### config.mk
export PLATFORM = sky130hd
export DESIGN_NAME = cpu
export DESIGN_NICKNAME = d
export VERILOG_FILES = /design/src/hdl/lc3b_pkg.sv /design/src/hdl/regfile.sv /design/src/hdl/cpu_datapath.sv /design/src/hdl/cpu_control.sv /design/src/hdl/cpu.sv
export SDC_FILE = /design/constraint.sdc
export NUM_CORES = 1
export LEC_CHECK = 0
export BUFFER_PORTS_ARGS = -buffer_cell sky130_fd_sc_hd__buf_4
export CORE_MARGIN = 4
export CORE_UTILIZATION = 50
export DETAILED_ROUTE_END_ITERATION = 8
export PLACE_DENSITY = 0.67
export SYNTH_ARGS = -nofsm -noshare
export SYNTH_HDL_FRONTEND = slang
export SYNTH_SLANG_ARGS = --single-unit
### constraint.sdc
create_clock -name clk -period 5.6 [get_ports clk]
set_input_delay 0.56 -clock clk [delete_from_list [all_inputs] [get_ports clk]]
set_output_delay 0.56 -clock clk [all_outputs]
set_load 0.02 [all_outputs]
### src/hdl/lc3b_pkg.sv
package lc3b_pkg;

    // One data or address word
    typedef logic [15:0] lc3b_word;

    // Standard LC-3b opcode encodings
    typedef enum logic [3:0] {
        op_br   = 4'b0000,
        op_add  = 4'b0001,
        op_ldb  = 4'b0010,
        op_stb  = 4'b0011,
        op_jsr  = 4'b0100,
        op_and  = 4'b0101,
        op_ldr  = 4'b0110,
        op_str  = 4'b0111,
        op_rti  = 4'b1000,
        op_not  = 4'b1001,
        op_ldi  = 4'b1010,
        op_sti  = 4'b1011,
        op_jmp  = 4'b1100,
        op_shf  = 4'b1101,
        op_lea  = 4'b1110,
        op_trap = 4'b1111
    } lc3b_opcode;

    typedef enum logic [1:0] {
        alu_add  = 2'b00,
        alu_and  = 2'b01,
        alu_not  = 2'b10,
        alu_pass = 2'b11
    } lc3b_aluop;

    // Three views of one instruction word
    typedef union packed {
        struct packed {
            lc3b_opcode opcode;
            logic [2:0] dest;
            logic [2:0] src1;
            logic       imm;
            // Bits 4:0 hold imm5, or 00 and src2 in register form
            union packed {
                logic [4:0] imm5;
                struct packed {
                    logic [1:0] pad;
                    logic [2:0] src2;
                } regs;
            } tail;
        } operate;
        struct packed {
            lc3b_opcode opcode;
            logic [2:0] dest;
            logic [2:0] base;
            logic [5:0] offset6;
        } offset;
        struct packed {
            lc3b_opcode opcode;
            logic [2:0] nzp;
            logic [8:0] offset9;
        } branch;
    } lc3b_instr;

endpackage

### src/hdl/regfile.sv
module regfile import lc3b_pkg::*; (
    input  logic       clk,
    input  logic       rst,
    input  logic       load,
    input  logic [2:0] dest,
    input  logic [2:0] src_a,
    input  logic [2:0] src_b,
    input  lc3b_word   in,
    output lc3b_word   reg_a,
    output lc3b_word   reg_b
);

    lc3b_word data [8];

    always_ff @(posedge clk) begin
        if (rst) begin
            data <= '{default: '0};
        end else if (load) begin
            data[dest] <= in;
        end
    end

    // Asynchronous read ports
    assign reg_a = data[src_a];
    assign reg_b = data[src_b];

endmodule

### src/hdl/cpu_datapath.sv
module cpu_datapath import lc3b_pkg::*; #(
    parameter lc3b_word RESET_PC = 16'h0000
) (
    input  logic       clk,
    input  logic       rst,
    input  logic       load_pc,
    input  logic       load_ir,
    input  logic       load_regfile,
    input  logic       load_mar,
    input  logic       load_mdr,
    input  logic       load_cc,
    input  logic [1:0] pcmux_sel,
    input  logic [1:0] alumux_sel,
    input  logic       regfilemux_sel,
    input  logic       marmux_sel,
    input  logic       mdrmux_sel,
    input  lc3b_aluop  aluop,
    input  lc3b_word   mem_rdata,
    input  logic       mem_resp,
    output lc3b_opcode opcode,
    output logic       inst5,
    output logic       branch_enable,
    output lc3b_word   mem_address,
    output lc3b_word   mem_wdata
);

    lc3b_word   pc;
    lc3b_instr  ir;
    lc3b_word   mar;
    lc3b_word   mdr;
    logic [2:0] cc;
    logic [2:0] cc_next;
    logic [2:0] src_b;
    lc3b_word   reg_a;
    lc3b_word   reg_b;
    lc3b_word   imm5_sext;
    lc3b_word   off6_sext;
    lc3b_word   off9_sext;
    lc3b_word   alumux_out;
    lc3b_word   alu_out;
    lc3b_word   pcmux_out;
    lc3b_word   regfilemux_out;
    lc3b_word   marmux_out;
    lc3b_word   mdrmux_out;

    // STR reads its source register through port B
    assign src_b = (ir.operate.opcode == op_str) ? ir.offset.dest : ir.operate.tail.regs.src2;

    // Port A serves src1, the base register and the JMP target alike
    regfile u_regfile (
        .clk   (clk),
        .rst   (rst),
        .load  (load_regfile),
        .dest  (ir.operate.dest),
        .src_a (ir.operate.src1),
        .src_b (src_b),
        .in    (regfilemux_out),
        .reg_a (reg_a),
        .reg_b (reg_b)
    );

    assign imm5_sext = {{11{ir.operate.tail.imm5[4]}}, ir.operate.tail.imm5};
    assign off6_sext = {{9{ir.offset.offset6[5]}}, ir.offset.offset6, 1'b0};
    assign off9_sext = {{6{ir.branch.offset9[8]}}, ir.branch.offset9, 1'b0};

    always_comb begin
        case (alumux_sel)
            2'b00:   alumux_out = reg_b;
            2'b01:   alumux_out = imm5_sext;
            default: alumux_out = off6_sext;
        endcase
    end

    // Pass forwards operand B, which is how STR reaches the MDR
    always_comb begin
        case (aluop)
            alu_add: alu_out = reg_a + alumux_out;
            alu_and: alu_out = reg_a & alumux_out;
            alu_not: alu_out = ~reg_a;
            default: alu_out = alumux_out;
        endcase
    end

    always_comb begin
        case (pcmux_sel)
            2'b00:   pcmux_out = pc + 16'd2;
            2'b01:   pcmux_out = pc + off9_sext;
            default: pcmux_out = reg_a;
        endcase
    end

    assign regfilemux_out = regfilemux_sel ? mdr : alu_out;
    assign marmux_out     = marmux_sel ? pc : alu_out;
    assign mdrmux_out     = mdrmux_sel ? mem_rdata : alu_out;

    // nzp of the value going into the register file
    always_comb begin
        if (regfilemux_out[15]) begin
            cc_next = 3'b100;
        end else if (regfilemux_out == '0) begin
            cc_next = 3'b010;
        end else begin
            cc_next = 3'b001;
        end
    end

    always_ff @(posedge clk) begin
        if (rst) begin
            pc  <= RESET_PC;
            mar <= RESET_PC;
            cc  <= 3'b010;
        end else begin
            if (load_pc) pc <= pcmux_out;
            if (load_mar) mar <= marmux_out;
            if (load_cc) cc <= cc_next;
        end
    end

    // Read data is taken only in the response cycle
    always_ff @(posedge clk) begin
        if (load_ir) ir <= mdr;
        if (load_mdr && (mem_resp || !mdrmux_sel)) mdr <= mdrmux_out;
    end

    assign opcode        = ir.operate.opcode;
    assign inst5         = ir.operate.imm;
    assign branch_enable = |(ir.branch.nzp & cc);
    assign mem_address   = mar;
    assign mem_wdata     = mdr;

endmodule

### src/hdl/cpu_control.sv
module cpu_control import lc3b_pkg::*; (
    input  logic       clk,
    input  logic       rst,
    input  lc3b_opcode opcode,
    input  logic       inst5,
    input  logic       branch_enable,
    input  logic       mem_resp,
    output logic       load_pc,
    output logic       load_ir,
    output logic       load_regfile,
    output logic       load_mar,
    output logic       load_mdr,
    output logic       load_cc,
    output logic [1:0] pcmux_sel,
    output logic [1:0] alumux_sel,
    output logic       regfilemux_sel,
    output logic       marmux_sel,
    output logic       mdrmux_sel,
    output lc3b_aluop  aluop,
    output logic       mem_read,
    output logic       mem_write
);

    typedef enum logic [3:0] {
        s_fetch1, s_fetch2, s_fetch3, s_decode,
        s_add, s_and, s_not,
        s_br, s_br_taken, s_jmp,
        s_calc_addr_w, s_ldr1, s_ldr2, s_str1, s_str2
    } state_t;

    state_t state;
    state_t next_state;

    always_comb begin
        load_pc        = 1'b0;
        load_ir        = 1'b0;
        load_regfile   = 1'b0;
        load_mar       = 1'b0;
        load_mdr       = 1'b0;
        load_cc        = 1'b0;
        pcmux_sel      = 2'b00;
        alumux_sel     = 2'b00;
        regfilemux_sel = 1'b0;
        marmux_sel     = 1'b0;
        mdrmux_sel     = 1'b0;
        aluop          = alu_add;
        mem_read       = 1'b0;
        mem_write      = 1'b0;

        case (state)
            s_fetch1: begin
                // MAR from PC, PC advances by 2
                marmux_sel = 1'b1;
                load_mar   = 1'b1;
                load_pc    = 1'b1;
            end
            s_fetch2, s_ldr1: begin
                mem_read   = 1'b1;
                mdrmux_sel = 1'b1;
                load_mdr   = 1'b1;
            end
            s_fetch3: load_ir = 1'b1;
            s_add, s_and, s_not: begin
                alumux_sel   = inst5 ? 2'b01 : 2'b00;
                aluop        = (state == s_add) ? alu_add :
                               (state == s_and) ? alu_and : alu_not;
                load_regfile = 1'b1;
                load_cc      = 1'b1;
            end
            s_br_taken: begin
                pcmux_sel = 2'b01;
                load_pc   = 1'b1;
            end
            s_jmp: begin
                pcmux_sel = 2'b10;
                load_pc   = 1'b1;
            end
            s_calc_addr_w: begin
                // Base plus offset6 shifted left
                alumux_sel = 2'b10;
                load_mar   = 1'b1;
            end
            s_ldr2: begin
                regfilemux_sel = 1'b1;
                load_regfile   = 1'b1;
                load_cc        = 1'b1;
            end
            s_str1: begin
                aluop    = alu_pass;
                load_mdr = 1'b1;
            end
            s_str2: mem_write = 1'b1;
            default: begin
            end
        endcase
    end

    always_comb begin
        next_state = state;
        case (state)
            s_fetch1: next_state = s_fetch2;
            s_fetch2: if (mem_resp) next_state = s_fetch3;
            s_fetch3: next_state = s_decode;
            s_decode: begin
                case (opcode)
                    op_add:         next_state = s_add;
                    op_and:         next_state = s_and;
                    op_not:         next_state = s_not;
                    op_br:          next_state = s_br;
                    op_jmp:         next_state = s_jmp;
                    op_ldr, op_str: next_state = s_calc_addr_w;
                    // Unsupported opcodes simply fetch again
                    default:        next_state = s_fetch1;
                endcase
            end
            s_br: next_state = branch_enable ? s_br_taken : s_fetch1;
            s_calc_addr_w: next_state = (opcode == op_str) ? s_str1 : s_ldr1;
            s_ldr1: if (mem_resp) next_state = s_ldr2;
            s_str1: next_state = s_str2;
            s_str2: if (mem_resp) next_state = s_fetch1;
            default: next_state = s_fetch1;
        endcase
    end

    always_ff @(posedge clk) begin
        if (rst) begin
            state <= s_fetch1;
        end else begin
            state <= next_state;
        end
    end

endmodule

### src/hdl/cpu.sv
module cpu import lc3b_pkg::*; #(
    parameter lc3b_word RESET_PC = 16'h0000
) (
    input  logic     clk,
    input  logic     rst,
    input  lc3b_word mem_rdata,
    input  logic     mem_resp,
    output lc3b_word mem_address,
    output lc3b_word mem_wdata,
    output logic     mem_read,
    output logic     mem_write
);

    lc3b_opcode opcode;
    logic       inst5;
    logic       branch_enable;
    logic       load_pc;
    logic       load_ir;
    logic       load_regfile;
    logic       load_mar;
    logic       load_mdr;
    logic       load_cc;
    logic [1:0] pcmux_sel;
    logic [1:0] alumux_sel;
    logic       regfilemux_sel;
    logic       marmux_sel;
    logic       mdrmux_sel;
    lc3b_aluop  aluop;

    cpu_control u_control (
        .clk            (clk),
        .rst            (rst),
        .opcode         (opcode),
        .inst5          (inst5),
        .branch_enable  (branch_enable),
        .mem_resp       (mem_resp),
        .load_pc        (load_pc),
        .load_ir        (load_ir),
        .load_regfile   (load_regfile),
        .load_mar       (load_mar),
        .load_mdr       (load_mdr),
        .load_cc        (load_cc),
        .pcmux_sel      (pcmux_sel),
        .alumux_sel     (alumux_sel),
        .regfilemux_sel (regfilemux_sel),
        .marmux_sel     (marmux_sel),
        .mdrmux_sel     (mdrmux_sel),
        .aluop          (aluop),
        .mem_read       (mem_read),
        .mem_write      (mem_write)
    );

    cpu_datapath #(
        .RESET_PC (RESET_PC)
    ) u_datapath (
        .clk            (clk),
        .rst            (rst),
        .load_pc        (load_pc),
        .load_ir        (load_ir),
        .load_regfile   (load_regfile),
        .load_mar       (load_mar),
        .load_mdr       (load_mdr),
        .load_cc        (load_cc),
        .pcmux_sel      (pcmux_sel),
        .alumux_sel     (alumux_sel),
        .regfilemux_sel (regfilemux_sel),
        .marmux_sel     (marmux_sel),
        .mdrmux_sel     (mdrmux_sel),
        .aluop          (aluop),
        .mem_rdata      (mem_rdata),
        .mem_resp       (mem_resp),
        .opcode         (opcode),
        .inst5          (inst5),
        .branch_enable  (branch_enable),
        .mem_address    (mem_address),
        .mem_wdata      (mem_wdata)
    );

endmodule

After elaboration in Yosys (flattened, before gate mapping)
Index checks and enable logic that the tools add are counted.

storage, ports and cells
  word-level logic and storage cells = 113
  flip-flop bits (word level) = 199
  output and inout bits = 34
  input bits = 19

cells by class
  add/sub/neg operators = 3
  $lt $le $gt $ge = 4
  bitwise logic cells = 6
  multiplexer cells = 40
  reductions and logical operators = 19
  eq/ne operators = 27

operators with widths
  cell                                                                   count
  128-bit bitwise mux                                                    1
  16-bit two-way mux                                                     8
  16-bit binary-select mux with 3-bit select                             2
  16-bit one-hot mux with 2 select lines                                 2
  16-bit demux with 3-bit select                                         1
  16-bit one-hot mux with 3 select lines                                 1
  4-bit equality test, second input constant                             9
  4-bit one-hot mux with 9 select lines                                  1
  16-bit adder                                                           2
  4-bit by 3-bit equality test with 1-bit output, second input constant  7
  4-bit one-hot mux with 6 select lines                                  1
  16-bit by 2-bit adder with 16-bit output, second input constant        1
  16-bit bitwise AND                                                     1
  16-bit logical NOT                                                     1
  4-bit two-way mux                                                      4
  16-bit inverter                                                        1
  4-bit >= comparator, second input constant                             3
  3-bit inverter with 4-bit output                                       3
  2-bit one-hot mux with 2 select lines                                  3
  3-bit OR reduction                                                     4
  1-bit two-way mux                                                      10
  3-bit two-way mux                                                      3
  4-bit by 1-bit equality test with 1-bit output, second input constant  2
  4-bit by 2-bit equality test with 1-bit output, second input constant  2
  14 further kinds                                                       26

Longest topological paths before layout
  depth after elaboration = 13
  gate-level depth with buffers = 25
  mapped depth without buffers = 20

Cells and area by module
Synthesis repeated with hierarchy kept, for this count alone.

unflattened totals
  cells, all modules = 1,440
  area total of the unflattened synthesis = 12,839.8 sq um

by module, submodules not included
  module        cells an instance  area an instance (sq um)  sequential area each (sq um)  instances
  regfile       705                6,802.8                   2,562.5                       1
  cpu_datapath  646                5,357.6                   1,661.6                       1
  cpu_control   89                 679.4                     80.1                          1

Least setup slack after synthesis
No wires, ideal clock.

  path kind = register to register
  start point = reg u_datapath.ir[15] (netlist bit)
  end point = reg u_datapath.cc[0]
  cell stages (with the launch flop) = 25
  setup time = 132 ps
  path buffers = 4
  data required time = 5,468 ps
  setup slack = 464 ps
  data arrival time = 5,003 ps
  period minus slack after synthesis = 5,136 ps
  path through = edfxtp_1 buf_6 nand4b_4 mux2i_1 buf_2 buf_2 buf_2 nand2_1 a31oi_1 o21ai_0 o21ai_0 ha_1 inv_1 fa_1 nor2b_1 o31a_1 o21ai_0 a21o_1 o21ai_0 o311a_1 a211oi_1 mux2i_2 or4b_1 o211ai_1 a21oi_1

on the way
  cells in the longest elaborated chain, start to end = 13
  elaborated cells between the ends (all ways) = 14
  those cells by class = add/sub (1); eq/ne (1); mux (9); bitwise (2); reduce/logical (1)

RTL lines
  item                                                       RTL line                                text
  from (decl)                                                cpu_datapath.sv:28                      lc3b_instr ir;
  from (signal assigned)                                     cpu_datapath.sv:121                     if (load_ir) ir <= mdr;
  4-bit by 3-bit equality test with 1-bit output *           cpu_datapath.sv:47                      assign src_b = (ir.operate.opcode == op_str) ? ir.offset.dest : ir.operate.tail.regs.src2;
  3-bit two-way mux *                                        cpu_datapath.sv:47
  3-bit inverter with 4-bit output (implied by the code) *   regfile.sv:25                           assign reg_b = data[src_b];
  16-bit binary-select mux with 3-bit select *               regfile.sv:25
  16-bit two-way mux (implied by the code) * (2 in a row)    regfile.sv:25
  16-bit one-hot mux with 2 select lines *                   cpu_datapath.sv:67                      case (alumux_sel)
  16-bit adder / 16-bit bitwise AND (equally long branches)  cpu_datapath.sv:77, cpu_datapath.sv:78
  16-bit one-hot mux with 3 select lines *                   cpu_datapath.sv:76                      case (aluop)
  16-bit two-way mux *                                       cpu_datapath.sv:92                      assign regfilemux_out = regfilemux_sel ? mdr : alu_out;
  16-bit logical NOT                                         cpu_datapath.sv:100                     end else if (regfilemux_out == '0) begin
  2-bit two-way mux                                          cpu_datapath.sv:100
  3-bit two-way mux *                                        cpu_datapath.sv:98                      if (regfilemux_out[15]) begin
  to (signal assigned)                                       cpu_datapath.sv:115                     if (load_cc) cc <= cc_next;
  to (decl)                                                  cpu_datapath.sv:31                      logic [2:0] cc;

Every way passes the cells marked *; elsewhere a longest branch is shown, timed or not. The select of a mux whose other input is x is not followed.
A chain may end at the register's enable or synchronous reset.

Worst setup path after layout
Same ends and word-level chain as after synthesis.

==> run_results.csv <==
group,metric,value,unit
setup_path,cp.depth,19,
setup_path,reg2reg_depth,19,
min_path,hold_start,"mem_rdata[3]",
routing,drc_errors,0,
final_layout,drive_gt1_share,17.97,%
routing,detail-route-antenna-nets,0,
sta,relSlewSlack,13.49,%
final_layout,diodes,0,
status,outcome,"finished, final reports clean",
placed_design,post-place-ws,0.1803,ns
clocking,clk_latency,0.46,ns
global_routing,grt_max_degree,103,
synth,netlist_top_cells_area,"dfxtp_1 (27%), mux4_2 (8.5%), edfxtp_1 (7.9%)",
routing,drt_iter0_drc,1377,
global_routing,grtUsageTotal,32.17,%
routing,num_vias,11340,
global_routing,grt_pass1_vias,10760,
setup_path,rrSetupSlack,0.39,ns
synth,synthFlopType,"dfxtp_1",
placed_design,dpl.hpwl,31350,um
sta,tightest_slew,1.291,ns
synth,yosysWarnings,0,
synth,async_flop_share,0,%
global_routing,grt.overflow.total,0,
sta,fin_setup_tns,0,ns
setup_path,crit_family,"compound AO/OA/AOI/OAI gates",
placed_design,placedCellCount,1730,
setup_path,crit_required,5.89,ns
sta,slew_viol_final,0,
power_and_ir_drop,leakage,5.059,nW
flow_run,drv_cap,0,
die,io_pins,53,
synth,synth_nets,1439,
global_routing,grt_pass1_wl,65740,um
power_and_ir_drop,power,3.099,mW
synth,synth.yosys.seq_area_share,35.29,%
setup_path,critPathKind,"reg -> reg",
clocking,numCtsBuffers,17,
routing,routedWlPerCell,24.44,um
final_layout,nFillCells,2152,
sta,rsz0062_at_grt,"no",
sta,period_needed,5.209,ns
min_path,hold_end,"u_datapath.mem_wdata[3]",
sta,final-setup-viol-count,0,
clocking,root_buffer,"clkbuf_16",
final_layout,area_growth,13.73,%
final_layout,mostFrequentLayoutCells,"nor2_1 (225), dfxtp_1 (167), nand2_1 (136), buf_4 (127), a211oi_1 (91)",
sta,setup_ws,0.3908,ns
setup_path,reg2reg_to,"u_datapath.cc[0]",
clocking,clkSlewWorstSetupHoldPaths,0.08,ns
global_routing,antenna_found_initial,0,
setup_path,cp_max_fo,10,
final_layout,nets,1485,
clocking,ctsHoldBuffers,0,
placed_design,place_congestion,0.9863,
setup_path,end_kind,"register",
synth,synth-edff-count,32,
final_layout,utilization,58.40,%
placed_design,place_area,13200,um^2
die,start_util,51.35,%
sta,fmax,192.0,MHz
final_layout,postLayoutCellArea,13870,um^2
setup_path,start_kind,"register",
clocking,cts_tree,"built",
die,rows,56,
setup_path,crit_slowest_cell,"or4b_1",
final_layout,fin_cells,1766,
die,core,23750,um^2
min_path,hold_depth,3,
setup_path,timing.rr.start,"u_datapath.ir[15]",
routing,drtPass1Iterations,5,
sta,hold_violations,0,
clocking,clockBufferDepth,2,
routing,viasPerCell,6.423,
final_layout,final_common_cell,"nor2_1",
die,die-area,26960,um^2
synth,avgSynthCellArea,8.787,um^2
setup_path,timing.critical_path.buf_inv,2,
die,die_y,164.2,um
routing,finalWirelength,43160,um
sta,skew,0.01755,ns
min_path,min_path_type,"in -> reg",
clocking,cts_sinks,199,
sta,period_share,93.02,%
clocking,htreeDepth,4,
power_and_ir_drop,max-vdd-ir-drop,0.1904,mV
sta,holdWs,0.3717,ns
power_and_ir_drop,powerDensity,223.4,nW/um^2
synth,ys_seq_elements,199,
synth,synth_top_area_share,27.41,%
synth,synth_area,12200,um^2
die,die_x,164.2,um
synth,syn_inst,1388,
setup_path,slowest_delay,0.57,ns
setup_path,cp.arrival,5.50,ns
synth,synth_top_area_cell,"dfxtp_1",
placed_design,portBuffers,52,
synth,ys_types,80,
setup_path,cp_cell_sequence,"nand4b_4 > buf_4 > mux2_4 > mux2_4 > a222oi_1 > buf_4 > a21oi_1 > ha_1 > o21a_1 > o31a_1 > o21ai_1 > a211oi_1 > mux2_4 > or2_2 > a211oi_2 > a21oi_1 > or4b_1 > o211ai_1 > a21oi_1",
==> timing repair <==
item                       in CTS  in global routing
setup endpoints to repair       0                 19
gates resized for setup         0                 10
buffers inserted                0                  4
==> sequential cells by signal (all words and copies together), names as in the netlist <==
register and flops:
u_datapath.mem_address 16, u_datapath.mem_wdata 16, u_datapath.pc 16, u_datapath.ir 16, u_datapath.u_regfile.data 128, u_datapath.cc 3
u_control.state 4
==> kinds of logic (layout without fill, tap and decap cells) <==
group | after synthesis | in the layout | synth area share (%)
AOI/OAI and AO/OA | 353 | 353 | 19.99
xor gates and xnor gates | 15 | 15 | 1.077
adders and majority gates | 32 | 32 | 3.406
buffers and inverters | 130 | 189 | 4.411
DFF | 199 | 199 | 35.29
muxes | 147 | 147 | 17.33
and+or+nand+nor | 512 | 512 | 18.50
==> report_power, final <==
part	switching [mW]	internal, mW	leakage [nW]
combinational	0.193	0.106	3.12
sequential	0.0310	1.47	1.64
clock	0.676	0.621	0.293
==> synth_stat cells, types with 14 or more instances <==
library cell,instances
a211oi_1,93
buf_2,17
a21oi_1,70
mux2_2,14
a22oi_1,23
clkbuf_1,75
o21ai_0,45
mux4_2,46
nand2_1,136
nand3_1,36
a31oi_1,14
ha_1,30
a221oi_1,14
nor3_1,29
nor2b_1,22
nand2b_1,14
dfxtp_1,167
edfxtp_1,32
inv_1,27
o22ai_1,16
mux2i_1,80
nor2_1,228
==> worst max path at each step <==
stage	from	to	slack, ns
finish	u_datapath.ir[15]	u_datapath.cc[0]	0.39
CTS	u_datapath.ir[15]	u_datapath.cc[0]	0.15
floorplan	u_datapath.ir[15]	u_datapath.cc[0]	0.46
detailed placement	u_datapath.ir[15]	u_datapath.cc[0]	0.18
global placement	u_datapath.ir[15]	u_datapath.cc[0]	0.29
global route	u_datapath.ir[15]	u_datapath.cc[0]	0.007
==> layer usage <==
metal	global-route usage (%)	wire length [um]	vias up
met4	10.67	1379	0
met2	50.69	19740	514
met5	0	0	-
met1	45.01	18810	5524
met3	5.496	3224	80
li1	-	-	5225
==> area by class of cell <==
type | count | area, um^2 | area share [%]
multi-input combinational | 1059 | 7458 | 53.77
sequential | 199 | 4304 | 31.03
timing repair buffer | 129 | 993.5 | 7.162
clock buffer | 18 | 439.2 | 3.166
tap | 319 | 399.1 | 2.878
inverter | 28 | 105.1 | 0.7577
clock inverter | 14 | 171.4 | 1.236
==> worst reg2reg max path, cell delays in order, from the launching register on <==
cell      delay (ns)
edfxtp_1        0.40
nand4b_4        0.33
buf_4           0.28
mux2_4          0.37
mux2_4          0.31
a222oi_1        0.28
buf_4           0.18
a21oi_1         0.07
ha_1            0.35
o21a_1          0.20
o31a_1          0.14
o21ai_1         0.24
a211oi_1        0.11
mux2_4          0.30
or2_2           0.30
a211oi_2        0.22
a21oi_1         0.14
or4b_1          0.57
o211ai_1        0.20
a21oi_1         0.08
Power figures use the tool's default switching activity.
